--- src/verilog/mipsPkg.sv ---
`default_nettype none

package mipsPkg;

	localparam int XLEN = 32;
	localparam int REG_BITS = 5;

	localparam logic [5:0] OP_RTYPE = 6'b000000;
	localparam logic [5:0] OP_ADDIU = 6'b001001;
	localparam logic [5:0] OP_ORI = 6'b001101;
	localparam logic [5:0] OP_LUI = 6'b001111;
	localparam logic [5:0] OP_LW = 6'b100011;
	localparam logic [5:0] OP_SW = 6'b101011;
	localparam logic [5:0] OP_BEQ = 6'b000100;
	localparam logic [5:0] OP_BNE = 6'b000101;
	localparam logic [5:0] OP_J = 6'b000010;

	localparam logic [5:0] FN_ADDU = 6'b100001;
	localparam logic [5:0] FN_SUBU = 6'b100011;
	localparam logic [5:0] FN_AND = 6'b100100;
	localparam logic [5:0] FN_OR = 6'b100101;
	localparam logic [5:0] FN_SLT = 6'b101010;

	localparam logic [2:0] ALU_ADD = 3'd0;
	localparam logic [2:0] ALU_SUB = 3'd1;
	localparam logic [2:0] ALU_AND = 3'd2;
	localparam logic [2:0] ALU_OR = 3'd3;
	localparam logic [2:0] ALU_SLT = 3'd4;
	localparam logic [2:0] ALU_LUI = 3'd5;

	localparam logic [1:0] FWD_NONE = 2'd0;
	localparam logic [1:0] FWD_MEM = 2'd1;
	localparam logic [1:0] FWD_WB = 2'd2;

	// One instruction word, three field layouts
	typedef union packed {
		struct packed {
			logic [5:0] opcode;
			logic [REG_BITS-1:0] rs;
			logic [REG_BITS-1:0] rt;
			logic [REG_BITS-1:0] rd;
			logic [4:0] shamt;
			logic [5:0] funct;
		} r;
		struct packed {
			logic [5:0] opcode;
			logic [REG_BITS-1:0] rs;
			logic [REG_BITS-1:0] rt;
			logic [15:0] imm16;
		} i;
		struct packed {
			logic [5:0] opcode;
			logic [25:0] index26;
		} j;
	} instrWord_u;

endpackage

`default_nettype wire

--- src/verilog/hazardIf.sv ---
`timescale 1ns/1ps
`default_nettype none

interface hazardIf (input logic clk);

	logic [mipsPkg::REG_BITS-1:0] rsD, rtD;
	logic branchD, jumpRegUse;
	logic [mipsPkg::REG_BITS-1:0] rsE, rtE, writeRegE;
	logic regWriteE, memToRegE;
	logic [mipsPkg::REG_BITS-1:0] writeRegM, writeRegW;
	logic regWriteM, memToRegM, regWriteW;
	logic stallF, stallD, flushE;
	logic [1:0] forwardAD, forwardBD, forwardAE, forwardBE;

	modport fetch (input stallF, stallD);
	modport decode (output rsD, rtD, branchD, jumpRegUse, input forwardAD, forwardBD, flushE);
	modport execute (output rsE, rtE, writeRegE, regWriteE, memToRegE, input forwardAE, forwardBE);
	modport memWb (output writeRegM, regWriteM, memToRegM, writeRegW, regWriteW);
	modport hazard (
		input clk, rsD, rtD, branchD, jumpRegUse, rsE, rtE, writeRegE, regWriteE, memToRegE,
		input writeRegM, regWriteM, memToRegM, writeRegW, regWriteW,
		output stallF, stallD, flushE, forwardAD, forwardBD, forwardAE, forwardBE
	);

endinterface

`default_nettype wire

--- src/verilog/fetchStage.sv ---
`timescale 1ns/1ps
`default_nettype none

module fetchStage #(
	parameter logic [mipsPkg::XLEN-1:0] RESET_PC = 32'hbfc00000
) (
	input logic clk,
	input logic rstN_i,
	input logic redirect_i,
	input logic [mipsPkg::XLEN-1:0] redirectPc_i,
	input logic [mipsPkg::XLEN-1:0] instr_i,
	hazardIf.fetch hz,
	output logic [mipsPkg::XLEN-1:0] pc_o,
	output logic [mipsPkg::XLEN-1:0] instrD_o,
	output logic [mipsPkg::XLEN-1:0] pcPlus4D_o
);

	logic [mipsPkg::XLEN-1:0] pcPlus4;

	assign pcPlus4 = pc_o + 32'd4;

	always_ff @(posedge clk or negedge rstN_i) begin
		if (!rstN_i)
			pc_o <= RESET_PC;
		else if (!hz.stallF)
			pc_o <= redirect_i ? redirectPc_i : pcPlus4;
	end

	// All-zero word decodes as a no-op
	always_ff @(posedge clk or negedge rstN_i) begin
		if (!rstN_i)
			instrD_o <= '0;
		else if (!hz.stallD)
			instrD_o <= instr_i;
	end

	always_ff @(posedge clk) begin
		if (!hz.stallD)
			pcPlus4D_o <= pcPlus4;
	end

	// While stalled a redirect is dropped and the branch repeats in decode
	assert property (@(posedge clk) disable iff (!rstN_i)
		(redirect_i && hz.stallF) |=> ($stable(pc_o) && $stable(instrD_o)));

endmodule

`default_nettype wire

--- src/verilog/decodeStage.sv ---
`timescale 1ns/1ps
`default_nettype none

module decodeStage (
	input logic clk,
	input logic rstN_i,
	input logic [mipsPkg::XLEN-1:0] instrD_i,
	input logic [mipsPkg::XLEN-1:0] pcPlus4D_i,
	input logic wbWe_i,
	input logic [mipsPkg::REG_BITS-1:0] wbAddr_i,
	input logic [mipsPkg::XLEN-1:0] wbData_i,
	input logic [mipsPkg::XLEN-1:0] aluOutM_i,
	hazardIf.decode hz,
	output logic redirect_o,
	output logic [mipsPkg::XLEN-1:0] redirectPc_o,
	output logic [2:0] aluOpE_o,
	output logic aluSrcImmE_o,
	output logic regDstRdE_o,
	output logic memWriteE_o,
	output logic memToRegE_o,
	output logic regWriteE_o,
	output logic [mipsPkg::XLEN-1:0] srcAE_o,
	output logic [mipsPkg::XLEN-1:0] srcBE_o,
	output logic [mipsPkg::XLEN-1:0] immE_o,
	output logic [mipsPkg::REG_BITS-1:0] rsE_o,
	output logic [mipsPkg::REG_BITS-1:0] rtE_o,
	output logic [mipsPkg::REG_BITS-1:0] rdE_o,
	output logic [mipsPkg::XLEN-1:0] pcE_o
);

	mipsPkg::instrWord_u instr;
	logic [mipsPkg::XLEN-1:0] regFile [2**mipsPkg::REG_BITS];
	logic [mipsPkg::XLEN-1:0] rsVal, rtVal, cmpA, cmpB, immD;
	logic [2:0] aluOpD;
	logic aluSrcImmD, regDstRdD, memWriteD, memToRegD, regWriteD;
	logic zeroExtD, beqD, bneD, jumpD, readsRegD, taken;

	assign instr = instrD_i;

	always_comb begin
		aluOpD = mipsPkg::ALU_ADD;
		aluSrcImmD = 1'b0;
		regDstRdD = 1'b0;
		memWriteD = 1'b0;
		memToRegD = 1'b0;
		regWriteD = 1'b0;
		zeroExtD = 1'b0;
		beqD = 1'b0;
		bneD = 1'b0;
		jumpD = 1'b0;
		readsRegD = 1'b1;
		case (instr.r.opcode)
			mipsPkg::OP_RTYPE: begin
				regDstRdD = 1'b1;
				regWriteD = 1'b1;
				case (instr.r.funct)
					mipsPkg::FN_ADDU: aluOpD = mipsPkg::ALU_ADD;
					mipsPkg::FN_SUBU: aluOpD = mipsPkg::ALU_SUB;
					mipsPkg::FN_AND: aluOpD = mipsPkg::ALU_AND;
					mipsPkg::FN_OR: aluOpD = mipsPkg::ALU_OR;
					mipsPkg::FN_SLT: aluOpD = mipsPkg::ALU_SLT;
					default: regWriteD = 1'b0;
				endcase
			end
			mipsPkg::OP_ADDIU: begin
				aluSrcImmD = 1'b1;
				regWriteD = 1'b1;
			end
			mipsPkg::OP_ORI: begin
				aluOpD = mipsPkg::ALU_OR;
				aluSrcImmD = 1'b1;
				zeroExtD = 1'b1;
				regWriteD = 1'b1;
			end
			mipsPkg::OP_LUI: begin
				aluOpD = mipsPkg::ALU_LUI;
				aluSrcImmD = 1'b1;
				zeroExtD = 1'b1;
				regWriteD = 1'b1;
				readsRegD = 1'b0;
			end
			mipsPkg::OP_LW: begin
				aluSrcImmD = 1'b1;
				memToRegD = 1'b1;
				regWriteD = 1'b1;
			end
			mipsPkg::OP_SW: begin
				aluSrcImmD = 1'b1;
				memWriteD = 1'b1;
			end
			mipsPkg::OP_BEQ: beqD = 1'b1;
			mipsPkg::OP_BNE: bneD = 1'b1;
			mipsPkg::OP_J: begin
				jumpD = 1'b1;
				readsRegD = 1'b0;
			end
			default: readsRegD = 1'b0;
		endcase
	end

	assign immD = zeroExtD ? {16'b0, instr.i.imm16} : {{16{instr.i.imm16[15]}}, instr.i.imm16};

	// Written mid-cycle so decode sees the writeback value
	always_ff @(negedge clk) begin
		if (wbWe_i)
			regFile[wbAddr_i] <= wbData_i;
	end

	assign rsVal = (instr.r.rs == '0) ? '0 : regFile[instr.r.rs];
	assign rtVal = (instr.r.rt == '0) ? '0 : regFile[instr.r.rt];

	// Branch comparator
	assign cmpA = (hz.forwardAD == mipsPkg::FWD_MEM) ? aluOutM_i : rsVal;
	assign cmpB = (hz.forwardBD == mipsPkg::FWD_MEM) ? aluOutM_i : rtVal;
	assign taken = (beqD && cmpA == cmpB) || (bneD && cmpA != cmpB);

	assign redirect_o = taken || jumpD;
	assign redirectPc_o = jumpD ? {pcPlus4D_i[31:28], instr.j.index26, 2'b00}
		: pcPlus4D_i + {{14{instr.i.imm16[15]}}, instr.i.imm16, 2'b00};

	assign hz.rsD = instr.r.rs;
	assign hz.rtD = instr.r.rt;
	assign hz.branchD = beqD || bneD;
	assign hz.jumpRegUse = readsRegD;

	// ID/EX
	always_ff @(posedge clk or negedge rstN_i) begin
		if (!rstN_i) begin
			memWriteE_o <= 1'b0;
			memToRegE_o <= 1'b0;
			regWriteE_o <= 1'b0;
		end else if (hz.flushE) begin
			memWriteE_o <= 1'b0;
			memToRegE_o <= 1'b0;
			regWriteE_o <= 1'b0;
		end else begin
			memWriteE_o <= memWriteD;
			memToRegE_o <= memToRegD;
			regWriteE_o <= regWriteD;
		end
	end

	always_ff @(posedge clk) begin
		aluOpE_o <= aluOpD;
		aluSrcImmE_o <= aluSrcImmD;
		regDstRdE_o <= regDstRdD;
		srcAE_o <= rsVal;
		srcBE_o <= rtVal;
		immE_o <= immD;
		rsE_o <= instr.r.rs;
		rtE_o <= instr.r.rt;
		rdE_o <= instr.r.rd;
		pcE_o <= pcPlus4D_i - 32'd4;
	end

	// Holds only while the hazard unit never forwards onto r0
	assert property (@(posedge clk) disable iff (!rstN_i)
		(instr.r.rs == '0) |-> (cmpA == '0));

endmodule

`default_nettype wire

--- src/verilog/executeStage.sv ---
`timescale 1ns/1ps
`default_nettype none

module executeStage (
	input logic clk,
	input logic rstN_i,
	input logic [2:0] aluOpE_i,
	input logic aluSrcImmE_i,
	input logic regDstRdE_i,
	input logic memWriteE_i,
	input logic memToRegE_i,
	input logic regWriteE_i,
	input logic [mipsPkg::XLEN-1:0] srcAE_i,
	input logic [mipsPkg::XLEN-1:0] srcBE_i,
	input logic [mipsPkg::XLEN-1:0] immE_i,
	input logic [mipsPkg::REG_BITS-1:0] rsE_i,
	input logic [mipsPkg::REG_BITS-1:0] rtE_i,
	input logic [mipsPkg::REG_BITS-1:0] rdE_i,
	input logic [mipsPkg::XLEN-1:0] pcE_i,
	input logic [mipsPkg::XLEN-1:0] resultW_i,
	hazardIf.execute hz,
	output logic [mipsPkg::XLEN-1:0] aluOutM_o,
	output logic [mipsPkg::XLEN-1:0] writeDataM_o,
	output logic [mipsPkg::REG_BITS-1:0] writeRegM_o,
	output logic regWriteM_o,
	output logic memToRegM_o,
	output logic memWriteM_o,
	output logic [mipsPkg::XLEN-1:0] pcM_o
);

	logic [mipsPkg::XLEN-1:0] opA, opB, aluB, aluRes;
	logic [mipsPkg::REG_BITS-1:0] writeRegE;

	function automatic logic [mipsPkg::XLEN-1:0] fwdSel(
		input logic [1:0] sel,
		input logic [mipsPkg::XLEN-1:0] regVal,
		input logic [mipsPkg::XLEN-1:0] memVal,
		input logic [mipsPkg::XLEN-1:0] wbVal
	);
		case (sel)
			mipsPkg::FWD_MEM: return memVal;
			mipsPkg::FWD_WB: return wbVal;
			default: return regVal;
		endcase
	endfunction

	assign opA = fwdSel(hz.forwardAE, srcAE_i, aluOutM_o, resultW_i);
	assign opB = fwdSel(hz.forwardBE, srcBE_i, aluOutM_o, resultW_i);
	assign aluB = aluSrcImmE_i ? immE_i : opB;

	always_comb begin
		case (aluOpE_i)
			mipsPkg::ALU_SUB: aluRes = opA - aluB;
			mipsPkg::ALU_AND: aluRes = opA & aluB;
			mipsPkg::ALU_OR: aluRes = opA | aluB;
			mipsPkg::ALU_SLT: aluRes = {{(mipsPkg::XLEN-1){1'b0}}, $signed(opA) < $signed(aluB)};
			mipsPkg::ALU_LUI: aluRes = {aluB[15:0], 16'b0};
			default: aluRes = opA + aluB;
		endcase
	end

	assign writeRegE = regDstRdE_i ? rdE_i : rtE_i;

	assign hz.rsE = rsE_i;
	assign hz.rtE = rtE_i;
	assign hz.writeRegE = writeRegE;
	assign hz.regWriteE = regWriteE_i;
	assign hz.memToRegE = memToRegE_i;

	// EX/MEM
	always_ff @(posedge clk or negedge rstN_i) begin
		if (!rstN_i) begin
			regWriteM_o <= 1'b0;
			memToRegM_o <= 1'b0;
			memWriteM_o <= 1'b0;
		end else begin
			regWriteM_o <= regWriteE_i;
			memToRegM_o <= memToRegE_i;
			memWriteM_o <= memWriteE_i;
		end
	end

	always_ff @(posedge clk) begin
		aluOutM_o <= aluRes;
		writeDataM_o <= opB;
		writeRegM_o <= writeRegE;
		pcM_o <= pcE_i;
	end

endmodule

`default_nettype wire

--- src/verilog/memWbStage.sv ---
`timescale 1ns/1ps
`default_nettype none

module memWbStage (
	input logic clk,
	input logic rstN_i,
	input logic [mipsPkg::XLEN-1:0] aluOutM_i,
	input logic [mipsPkg::XLEN-1:0] writeDataM_i,
	input logic [mipsPkg::REG_BITS-1:0] writeRegM_i,
	input logic regWriteM_i,
	input logic memToRegM_i,
	input logic memWriteM_i,
	input logic [mipsPkg::XLEN-1:0] pcM_i,
	output logic [3:0] dataSramWen_o,
	output logic [mipsPkg::XLEN-1:0] dataSramAddr_o,
	output logic [mipsPkg::XLEN-1:0] dataSramWdata_o,
	input logic [mipsPkg::XLEN-1:0] dataSramRdata_i,
	hazardIf.memWb hz,
	output logic wbWe_o,
	output logic [mipsPkg::REG_BITS-1:0] wbAddr_o,
	output logic [mipsPkg::XLEN-1:0] wbData_o,
	output logic [mipsPkg::XLEN-1:0] wbPc_o
);

	logic [mipsPkg::XLEN-1:0] aluOutW;
	logic regWriteW, memToRegW;

	// Full-word stores only; top bits dropped as a kseg fold
	assign dataSramWen_o = {4{memWriteM_i}};
	assign dataSramAddr_o = {3'b000, aluOutM_i[28:0]};
	assign dataSramWdata_o = writeDataM_i;

	assign hz.writeRegM = writeRegM_i;
	assign hz.regWriteM = regWriteM_i;
	assign hz.memToRegM = memToRegM_i;

	// MEM/WB
	always_ff @(posedge clk or negedge rstN_i) begin
		if (!rstN_i) begin
			regWriteW <= 1'b0;
			memToRegW <= 1'b0;
		end else begin
			regWriteW <= regWriteM_i;
			memToRegW <= memToRegM_i;
		end
	end

	always_ff @(posedge clk) begin
		aluOutW <= aluOutM_i;
		wbAddr_o <= writeRegM_i;
		wbPc_o <= pcM_i;
	end

	// Load data arrives from the SRAM this cycle
	assign wbData_o = memToRegW ? dataSramRdata_i : aluOutW;
	assign wbWe_o = regWriteW && (wbAddr_o != '0);

	assign hz.writeRegW = wbAddr_o;
	assign hz.regWriteW = wbWe_o;

endmodule

`default_nettype wire

--- src/verilog/hazardUnit.sv ---
`timescale 1ns/1ps
`default_nettype none

module hazardUnit (
	hazardIf.hazard hz
);

	logic loadUse, branchOnE, branchOnM, stall;

	function automatic logic [1:0] exFwd(input logic [mipsPkg::REG_BITS-1:0] src);
		if (src != '0 && hz.regWriteM && src == hz.writeRegM)
			return mipsPkg::FWD_MEM;
		if (src != '0 && hz.regWriteW && src == hz.writeRegW)
			return mipsPkg::FWD_WB;
		return mipsPkg::FWD_NONE;
	endfunction

	// Load results are not ready in memory
	function automatic logic [1:0] idFwd(input logic [mipsPkg::REG_BITS-1:0] src);
		if (src != '0 && hz.regWriteM && !hz.memToRegM && src == hz.writeRegM)
			return mipsPkg::FWD_MEM;
		return mipsPkg::FWD_NONE;
	endfunction

	always_comb begin
		hz.forwardAE = exFwd(hz.rsE);
		hz.forwardBE = exFwd(hz.rtE);
		hz.forwardAD = idFwd(hz.rsD);
		hz.forwardBD = idFwd(hz.rtD);
	end

	assign loadUse = hz.memToRegE && hz.jumpRegUse
		&& (hz.writeRegE == hz.rsD || hz.writeRegE == hz.rtD);
	assign branchOnE = hz.branchD && hz.regWriteE && hz.writeRegE != '0
		&& (hz.writeRegE == hz.rsD || hz.writeRegE == hz.rtD);
	assign branchOnM = hz.branchD && hz.memToRegM
		&& (hz.writeRegM == hz.rsD || hz.writeRegM == hz.rtD);
	assign stall = loadUse || branchOnE || branchOnM;

	assign hz.stallF = stall;
	assign hz.stallD = stall;
	assign hz.flushE = stall;

	// Stalled instruction leaves a bubble in execute
	assert property (@(posedge hz.clk) hz.stallD |=> (!hz.regWriteE && !hz.memToRegE));

	// Worst case is a branch on a load in execute
	assert property (@(posedge hz.clk) hz.stallD [*2] |=> !hz.stallD);

endmodule

`default_nettype wire

--- src/verilog/mycpuTop.sv ---
`timescale 1ns/1ps
`default_nettype none

module mycpuTop #(
	parameter logic [31:0] RESET_PC = 32'hbfc00000
) (
	input logic clk,
	input logic rstN_i,
	output logic [31:0] instSramAddr_o,
	input logic [31:0] instSramRdata_i,
	output logic [3:0] dataSramWen_o,
	output logic [31:0] dataSramAddr_o,
	output logic [31:0] dataSramWdata_o,
	input logic [31:0] dataSramRdata_i,
	output logic [31:0] debugWbPc_o,
	output logic [3:0] debugWbRfWen_o,
	output logic [4:0] debugWbRfWnum_o,
	output logic [31:0] debugWbRfWdata_o
);

	logic [31:0] instrD, pcPlus4D, redirectPc;
	logic redirect;
	logic [2:0] aluOpE;
	logic aluSrcImmE, regDstRdE, memWriteE, memToRegE, regWriteE;
	logic [31:0] srcAE, srcBE, immE, pcE;
	logic [4:0] rsE, rtE, rdE;
	logic [31:0] aluOutM, writeDataM, pcM;
	logic [4:0] writeRegM;
	logic regWriteM, memToRegM, memWriteM;
	logic wbWe;
	logic [4:0] wbAddr;
	logic [31:0] wbData, wbPc;

	hazardIf hz (.clk(clk));

	fetchStage #(.RESET_PC(RESET_PC)) i_fetch (
		.clk(clk), .rstN_i(rstN_i),
		.redirect_i(redirect), .redirectPc_i(redirectPc),
		.instr_i(instSramRdata_i), .hz(hz.fetch),
		.pc_o(instSramAddr_o), .instrD_o(instrD), .pcPlus4D_o(pcPlus4D)
	);

	decodeStage i_decode (
		.clk(clk), .rstN_i(rstN_i),
		.instrD_i(instrD), .pcPlus4D_i(pcPlus4D),
		.wbWe_i(wbWe), .wbAddr_i(wbAddr), .wbData_i(wbData),
		.aluOutM_i(aluOutM), .hz(hz.decode),
		.redirect_o(redirect), .redirectPc_o(redirectPc),
		.aluOpE_o(aluOpE), .aluSrcImmE_o(aluSrcImmE), .regDstRdE_o(regDstRdE),
		.memWriteE_o(memWriteE), .memToRegE_o(memToRegE), .regWriteE_o(regWriteE),
		.srcAE_o(srcAE), .srcBE_o(srcBE), .immE_o(immE),
		.rsE_o(rsE), .rtE_o(rtE), .rdE_o(rdE), .pcE_o(pcE)
	);

	executeStage i_execute (
		.clk(clk), .rstN_i(rstN_i),
		.aluOpE_i(aluOpE), .aluSrcImmE_i(aluSrcImmE), .regDstRdE_i(regDstRdE),
		.memWriteE_i(memWriteE), .memToRegE_i(memToRegE), .regWriteE_i(regWriteE),
		.srcAE_i(srcAE), .srcBE_i(srcBE), .immE_i(immE),
		.rsE_i(rsE), .rtE_i(rtE), .rdE_i(rdE), .pcE_i(pcE),
		.resultW_i(wbData), .hz(hz.execute),
		.aluOutM_o(aluOutM), .writeDataM_o(writeDataM), .writeRegM_o(writeRegM),
		.regWriteM_o(regWriteM), .memToRegM_o(memToRegM), .memWriteM_o(memWriteM),
		.pcM_o(pcM)
	);

	memWbStage i_memWb (
		.clk(clk), .rstN_i(rstN_i),
		.aluOutM_i(aluOutM), .writeDataM_i(writeDataM), .writeRegM_i(writeRegM),
		.regWriteM_i(regWriteM), .memToRegM_i(memToRegM), .memWriteM_i(memWriteM),
		.pcM_i(pcM),
		.dataSramWen_o(dataSramWen_o), .dataSramAddr_o(dataSramAddr_o),
		.dataSramWdata_o(dataSramWdata_o), .dataSramRdata_i(dataSramRdata_i),
		.hz(hz.memWb),
		.wbWe_o(wbWe), .wbAddr_o(wbAddr), .wbData_o(wbData), .wbPc_o(wbPc)
	);

	hazardUnit i_hazard (.hz(hz.hazard));

	// Writeback trace
	assign debugWbPc_o = wbPc;
	assign debugWbRfWen_o = {4{wbWe}};
	assign debugWbRfWnum_o = wbAddr;
	assign debugWbRfWdata_o = wbData;

endmodule

`default_nettype wire

--- config.mk ---
export PLATFORM = sky130hd
export DESIGN_NAME = mycpuTop
export DESIGN_NICKNAME = d
export VERILOG_FILES = /design/src/verilog/mipsPkg.sv /design/src/verilog/hazardIf.sv /design/src/verilog/fetchStage.sv /design/src/verilog/decodeStage.sv /design/src/verilog/executeStage.sv /design/src/verilog/memWbStage.sv /design/src/verilog/hazardUnit.sv /design/src/verilog/mycpuTop.sv
export SDC_FILE = /design/constraint.sdc
export NUM_CORES = 2
export LEC_CHECK = 0
export BUFFER_PORTS_ARGS = -buffer_cell sky130_fd_sc_hd__buf_4
export CORE_ASPECT_RATIO = 0.8
export CORE_MARGIN = 2
export CORE_UTILIZATION = 25
export CTS_CLUSTER_DIAMETER = 60
export DETAILED_ROUTE_END_ITERATION = 16
export PLACE_DENSITY = 0.5
export SYNTH_ARGS = -nofsm -noshare
export SYNTH_HDL_FRONTEND = slang
export SYNTH_SLANG_ARGS = --single-unit
--- constraint.sdc ---
create_clock -name clk -period 7.1 [get_ports clk]
set_input_delay 0.355 -clock clk [delete_from_list [all_inputs] [get_ports clk]]
set_output_delay 0.355 -clock clk [all_outputs]
set_load 0.03 [all_outputs]
==> summary.md <==
| Metric | Value |
|---|---|
| Maximum resistive drop on vdd | 0.213 mV |
| Setup ws final | -769 ps |
| Via count of the first global-routing pass | roughly 53k |
| Number of hold-slack violations in the final timing report | 0 |
| Syn Inst Count | approximately 4.8k |
| Source of the worst register-to-register timing path | i_decode.regFile[11][5] |
| Floorplan die area | 0.283 mm² |
| Horizontal die dimension | 595 µm |
| Synth Area per Inst | 14.4 µm² |
| Cell count of the worst reg-to-reg path | 16 |
| Filler Cells Inserted | 27.9k |
| Register-to-Register Setup Slack | -770 ps |
| H-Tree Level Count | 4 |
| Number of buffers added by the clock tree synthesis step | about 160 |
| Top-Level Pins | ~240 |
| Clock transition at the register clock pins on the worst setup and hold paths after CTS | about 60 ps |
| Leading register cell type out of synthesis | sky130_fd_sc_hd__edfxtp_1 |
| CP Class | register to register |
| Residual antenna-violating net count after detailed routing | 0 |
| Cell area after technology mapping | ~0.070 mm² |
| Path class of the lowest-slack min-delay path | input port to register |
| Crit path buffers/inverters | 3 |
| Area overhead of the layout relative to synthesis | 25.9% |
| Worst-path cell with the longest stage delay | sky130_fd_sc_hd__or4_1 |
| CTS Root Buffer Type | sky130_fd_sc_hd__clkbuf_16 |
| Leakage power of the design | approximately 35 nW |
| Hold Crit Start | dataSramRdata_i[0] |
| Worst clock skew | slightly below 70 ps |
| Sequential element share of the synthesized area | 0.566 |
| WL/cell | around 27 µm |
| Antenna violations before repair | 24 |
| Number of port buffers | 235 |
| Violated checks | negative setup slack |
| Post-Layout Inst Area | between 0.08 and 0.09 mm² |
| Capturing point of the worst reg2reg path | i_fetch.pc_o[20] |
| Count of TritonRoute iterations in the first routing pass | 6 |
| Worst hold endpoint | i_execute.writeDataM_o[0] |
| Routed wire length | between 200000 and 300000 µm |
| Worst hold stages | 5 |
| Largest fanout on the critical path | 6 |
| Clock tree from TritonCTS | built |
| Number of warnings reported in the yosys synthesis log | 0 |
| Crit path top cell by count | sky130_fd_sc_hd__buf_4 |
| Number of max-cap violations | 0 |
| Wire length of the first global-routing pass | 380000 µm |
| DP HPWL | approximately 170000 µm |
| Proportion of synthesized flip-flops having asynchronous set or reset | 0.0505 |
| RSZ-0062 raised after global routing | yes |
| DRC violations left | 0 |
| Library cells used by synthesis | 96 |
| Final #Nets | between 6k and 7k |
| Most frequent cells in the layout | 1221 x sky130_fd_sc_hd__inv_1, 1056 x sky130_fd_sc_hd__edfxtp_1, 573 x sky130_fd_sc_hd__buf_4, 453 x sky130_fd_sc_hd__mux4_2, 331 x sky130_fd_sc_hd__nand2_1 |
| Final estimated routing congestion in global placement | 0.863 |
| Critical path's top delay family | simple AND/OR/NAND/NOR gates |
| Total gr overflow | 0 |
| # clock sinks | approximately 1.4k |
| Arr. time, crit path | approximately 8600 ps |
| Sort of element at the end of the critical path | register |
| Number of synthesized flops with an enable pin | between 1k and 1.5k |
| Drt initial violations | slightly above 6k |
| Required time of the critical path | 7780 ps |
| Fraction of layout instances using a drive strength above 1 | 0.238 |
| Largest net degree at the start of global routing | 97 |
| Placement Cell Area | around 0.078 mm² |
| Die Y | between 400 and 500 µm |
| Routed via count | between 50k and 60k |
| Setup TNS after final layout | -22480 ps |
| Vias per Instance | 5.14 |
| Final count of pins violating max slew | 0 |
| Result of the run | finished with violations |
| Crit path largest cell delay | around 520 ps |
| Most common cell after layout, fill and taps aside | sky130_fd_sc_hd__inv_1 |
| GR Util All Layers | 0.185 |
| PwrDens | 331 mW/mm² |
| Type of element launching the critical path | register |
| Area of the core region | about 0.28 mm² |
| Tightest slew margin relative to the limit | 0.106 |
| Worst Tran Pin Value | 1340 ps |
| Buffer levels on the longest clock path | 4 |
| Cell-by-cell trace of the critical path | mux4_2, a22o_1, a31o_1, or4_1, mux2i_1, a211oi_2, nor4_4, nand4_1, nor4_2, buf_4, mux2_4, nand2_8, buf_12, buf_4, mux2i_2, a2bb2oi_2 |
| Source-to-sink clock delay at the later pin of the worst-skew pair | between 800 and 900 ps |
| Initial cell density of the core | 0.251 |
| Synth Register Bits | 1426 |
| Cell Rows | 173 |
| Final-report setup violation count | 32 |
timing repair:
| item | in CTS | in global routing |
|---|---|---|
| endpoints found under the setup margin | 32 | 32 |
| hold buffers | 34 | 0 |
| gates resized for setup | 17 | 31 |
| endpoints found under the hold margin | 71 | 0 |
| setup buffers | 8 | 7 |
| cloned | 2 | 2 |
| pin swaps | 13 | 21 |
how the worst max path moves through the flow:
stage / from / endpoint / slack [ps] / cells after the start
finish: i_decode.regFile[11][5] / i_fetch.pc_o[20] / -770 / 16
global route: i_decode.regFile[11][5] / i_fetch.pc_o[21] / -900 / 16
CTS: i_decode.regFile[11][5] / i_fetch.pc_o[0] / -770 / 16
detailed placement: i_decode.regFile[11][12] / i_fetch.pc_o[1] / -1040 / 15
global placement: i_decode.regFile[7][12] / i_fetch.pc_o[6] / -960 / 15
floorplan: i_decode.regFile[7][3] / i_fetch.pc_o[6] / 1 / 15
Yosys cell counts (all sizes together) (9+ instances only):
cell type / n / area [µm²]
nor4: 22 / 156
dfrtp: 63 / 1580
o22ai: 35 / 219
a31oi: 21 / 131
and3: 28 / 175
edfxtp: 1056 / 31700
nand3b: 19 / 146
a211o: 18 / 158
buf: 213 / 1540
xnor2: 63 / 552
mux2: 54 / 612
a2bb2oi: 12 / 105
nand2b: 16 / 100
ha: 127 / 1590
o221ai: 49 / 429
nor3: 48 / 245
and4: 13 / 114
o31ai: 22 / 165
o21bai: 23 / 173
a21o: 35 / 264
nand4: 28 / 181
a221oi: 41 / 365
o21a: 17 / 128
dfxtp: 298 / 5970
a221o: 28 / 280
nor2: 172 / 646
a22oi: 74 / 556
or3: 19 / 119
a21oi: 144 / 721
a22o: 53 / 464
dfstp: 9 / 236
clkbuf: 154 / 612
a211oi: 46 / 360
and2: 23 / 145
o211ai: 31 / 233
nor2b: 27 / 169
mux4: 453 / 10200
mux2i: 319 / 3190
o221a: 22 / 248
nand2: 334 / 1260
nand3: 69 / 345
inv: 178 / 668
xor2: 67 / 587
or4: 18 / 135
o21ai: 186 / 931
tightest hold or removal path, cell delays in order:
cell and delay [ps]:
sky130_fd_sc_hd__buf_4 90, sky130_fd_sc_hd__mux2_2 230, sky130_fd_sc_hd__mux2i_1 90, sky130_fd_sc_hd__o21ai_0 160, sky130_fd_sc_hd__buf_4 130
flip-flops by register name, summed over array words and instances, names as in the netlist, 12 cells and up:
register and count:
i_fetch.pc_o 32, i_fetch.instrD_o 32, i_execute.pcM_o 32, i_decode.srcBE_o 32, i_decode.srcAE_o 32, i_fetch.pcPlus4D_o 32
i_execute.writeDataM_o 32, i_execute.aluOutM_o 32, i_decode.regFile 1024, i_memWb.aluOutW 32, i_memWb.wbPc_o 32, i_decode.immE_o 12
i_decode.pcE_o 32
cell type report:
class | instances | area [µm²] | share of cell area
clock buffers | 190 | 4550 | 0.0518
inverters | 177 | 664 | 0.00757
well taps | 3675 | 4600 | 0.0524
diodes | 7 | 17.5 | 0.000200
flip-flops and latches | 1426 | 39500 | 0.450
multi-input cells | 2903 | 28100 | 0.320
clock inverters | 1118 | 4860 | 0.0553
repair buffers | 651 | 5510 | 0.0627
stage by stage:
step	setup slack [ps]	util	cells	power [mW]	hold slack, ps
6_report	-769	0.316	10147	29.0	269
5_1_grt	-897	0.316	10144	30.6	280
2_1_floorplan	1.41	-	4874	15.9	59.4
3_5_place_dp	-1040	0.280	8781	18.8	263
3_3_place_gp	-957	0.280	8781	18.7	262
4_1_cts	-767	0.315	10132	29.3	235
metal layers:
| metal | wire [µm] | global-route usage | vias to the layer above |
|---|---|---|---|
| met1 | 117000 | 0.259 | 26875 |
| met3 | 28400 | 0.0550 | 396 |
| li1 | - | - | 22062 |
| met5 | 65 | 0 | - |
| met4 | 6660 | 0.0568 | 10 |
| met2 | 119000 | 0.275 | 2790 |
kinds of logic (layout without fill, tap and decap cells):
group	count (synthesis)	in the layout	share of synthesized area
xor gates and xnor gates	130	130	0.0163
buffers and inverters	545	2136	0.0404
DFF	1426	1426	0.566
AOI/OAI and AO/OA	911	911	0.0921
and+or+nand+nor	871	871	0.0605
other	1	42	0.0000538
adders and majority gates	130	130	0.0236
muxes	826	826	0.201
report_power, final:
group,switching (mW),total [mW],internal [mW]
Clock,5.11,11.1,6.04
Combinational,4.18,6.46,2.28
Sequential,0.819,11.4,10.6
Total,10.1,29.0,18.9
(Power assumes the default switching activity.)
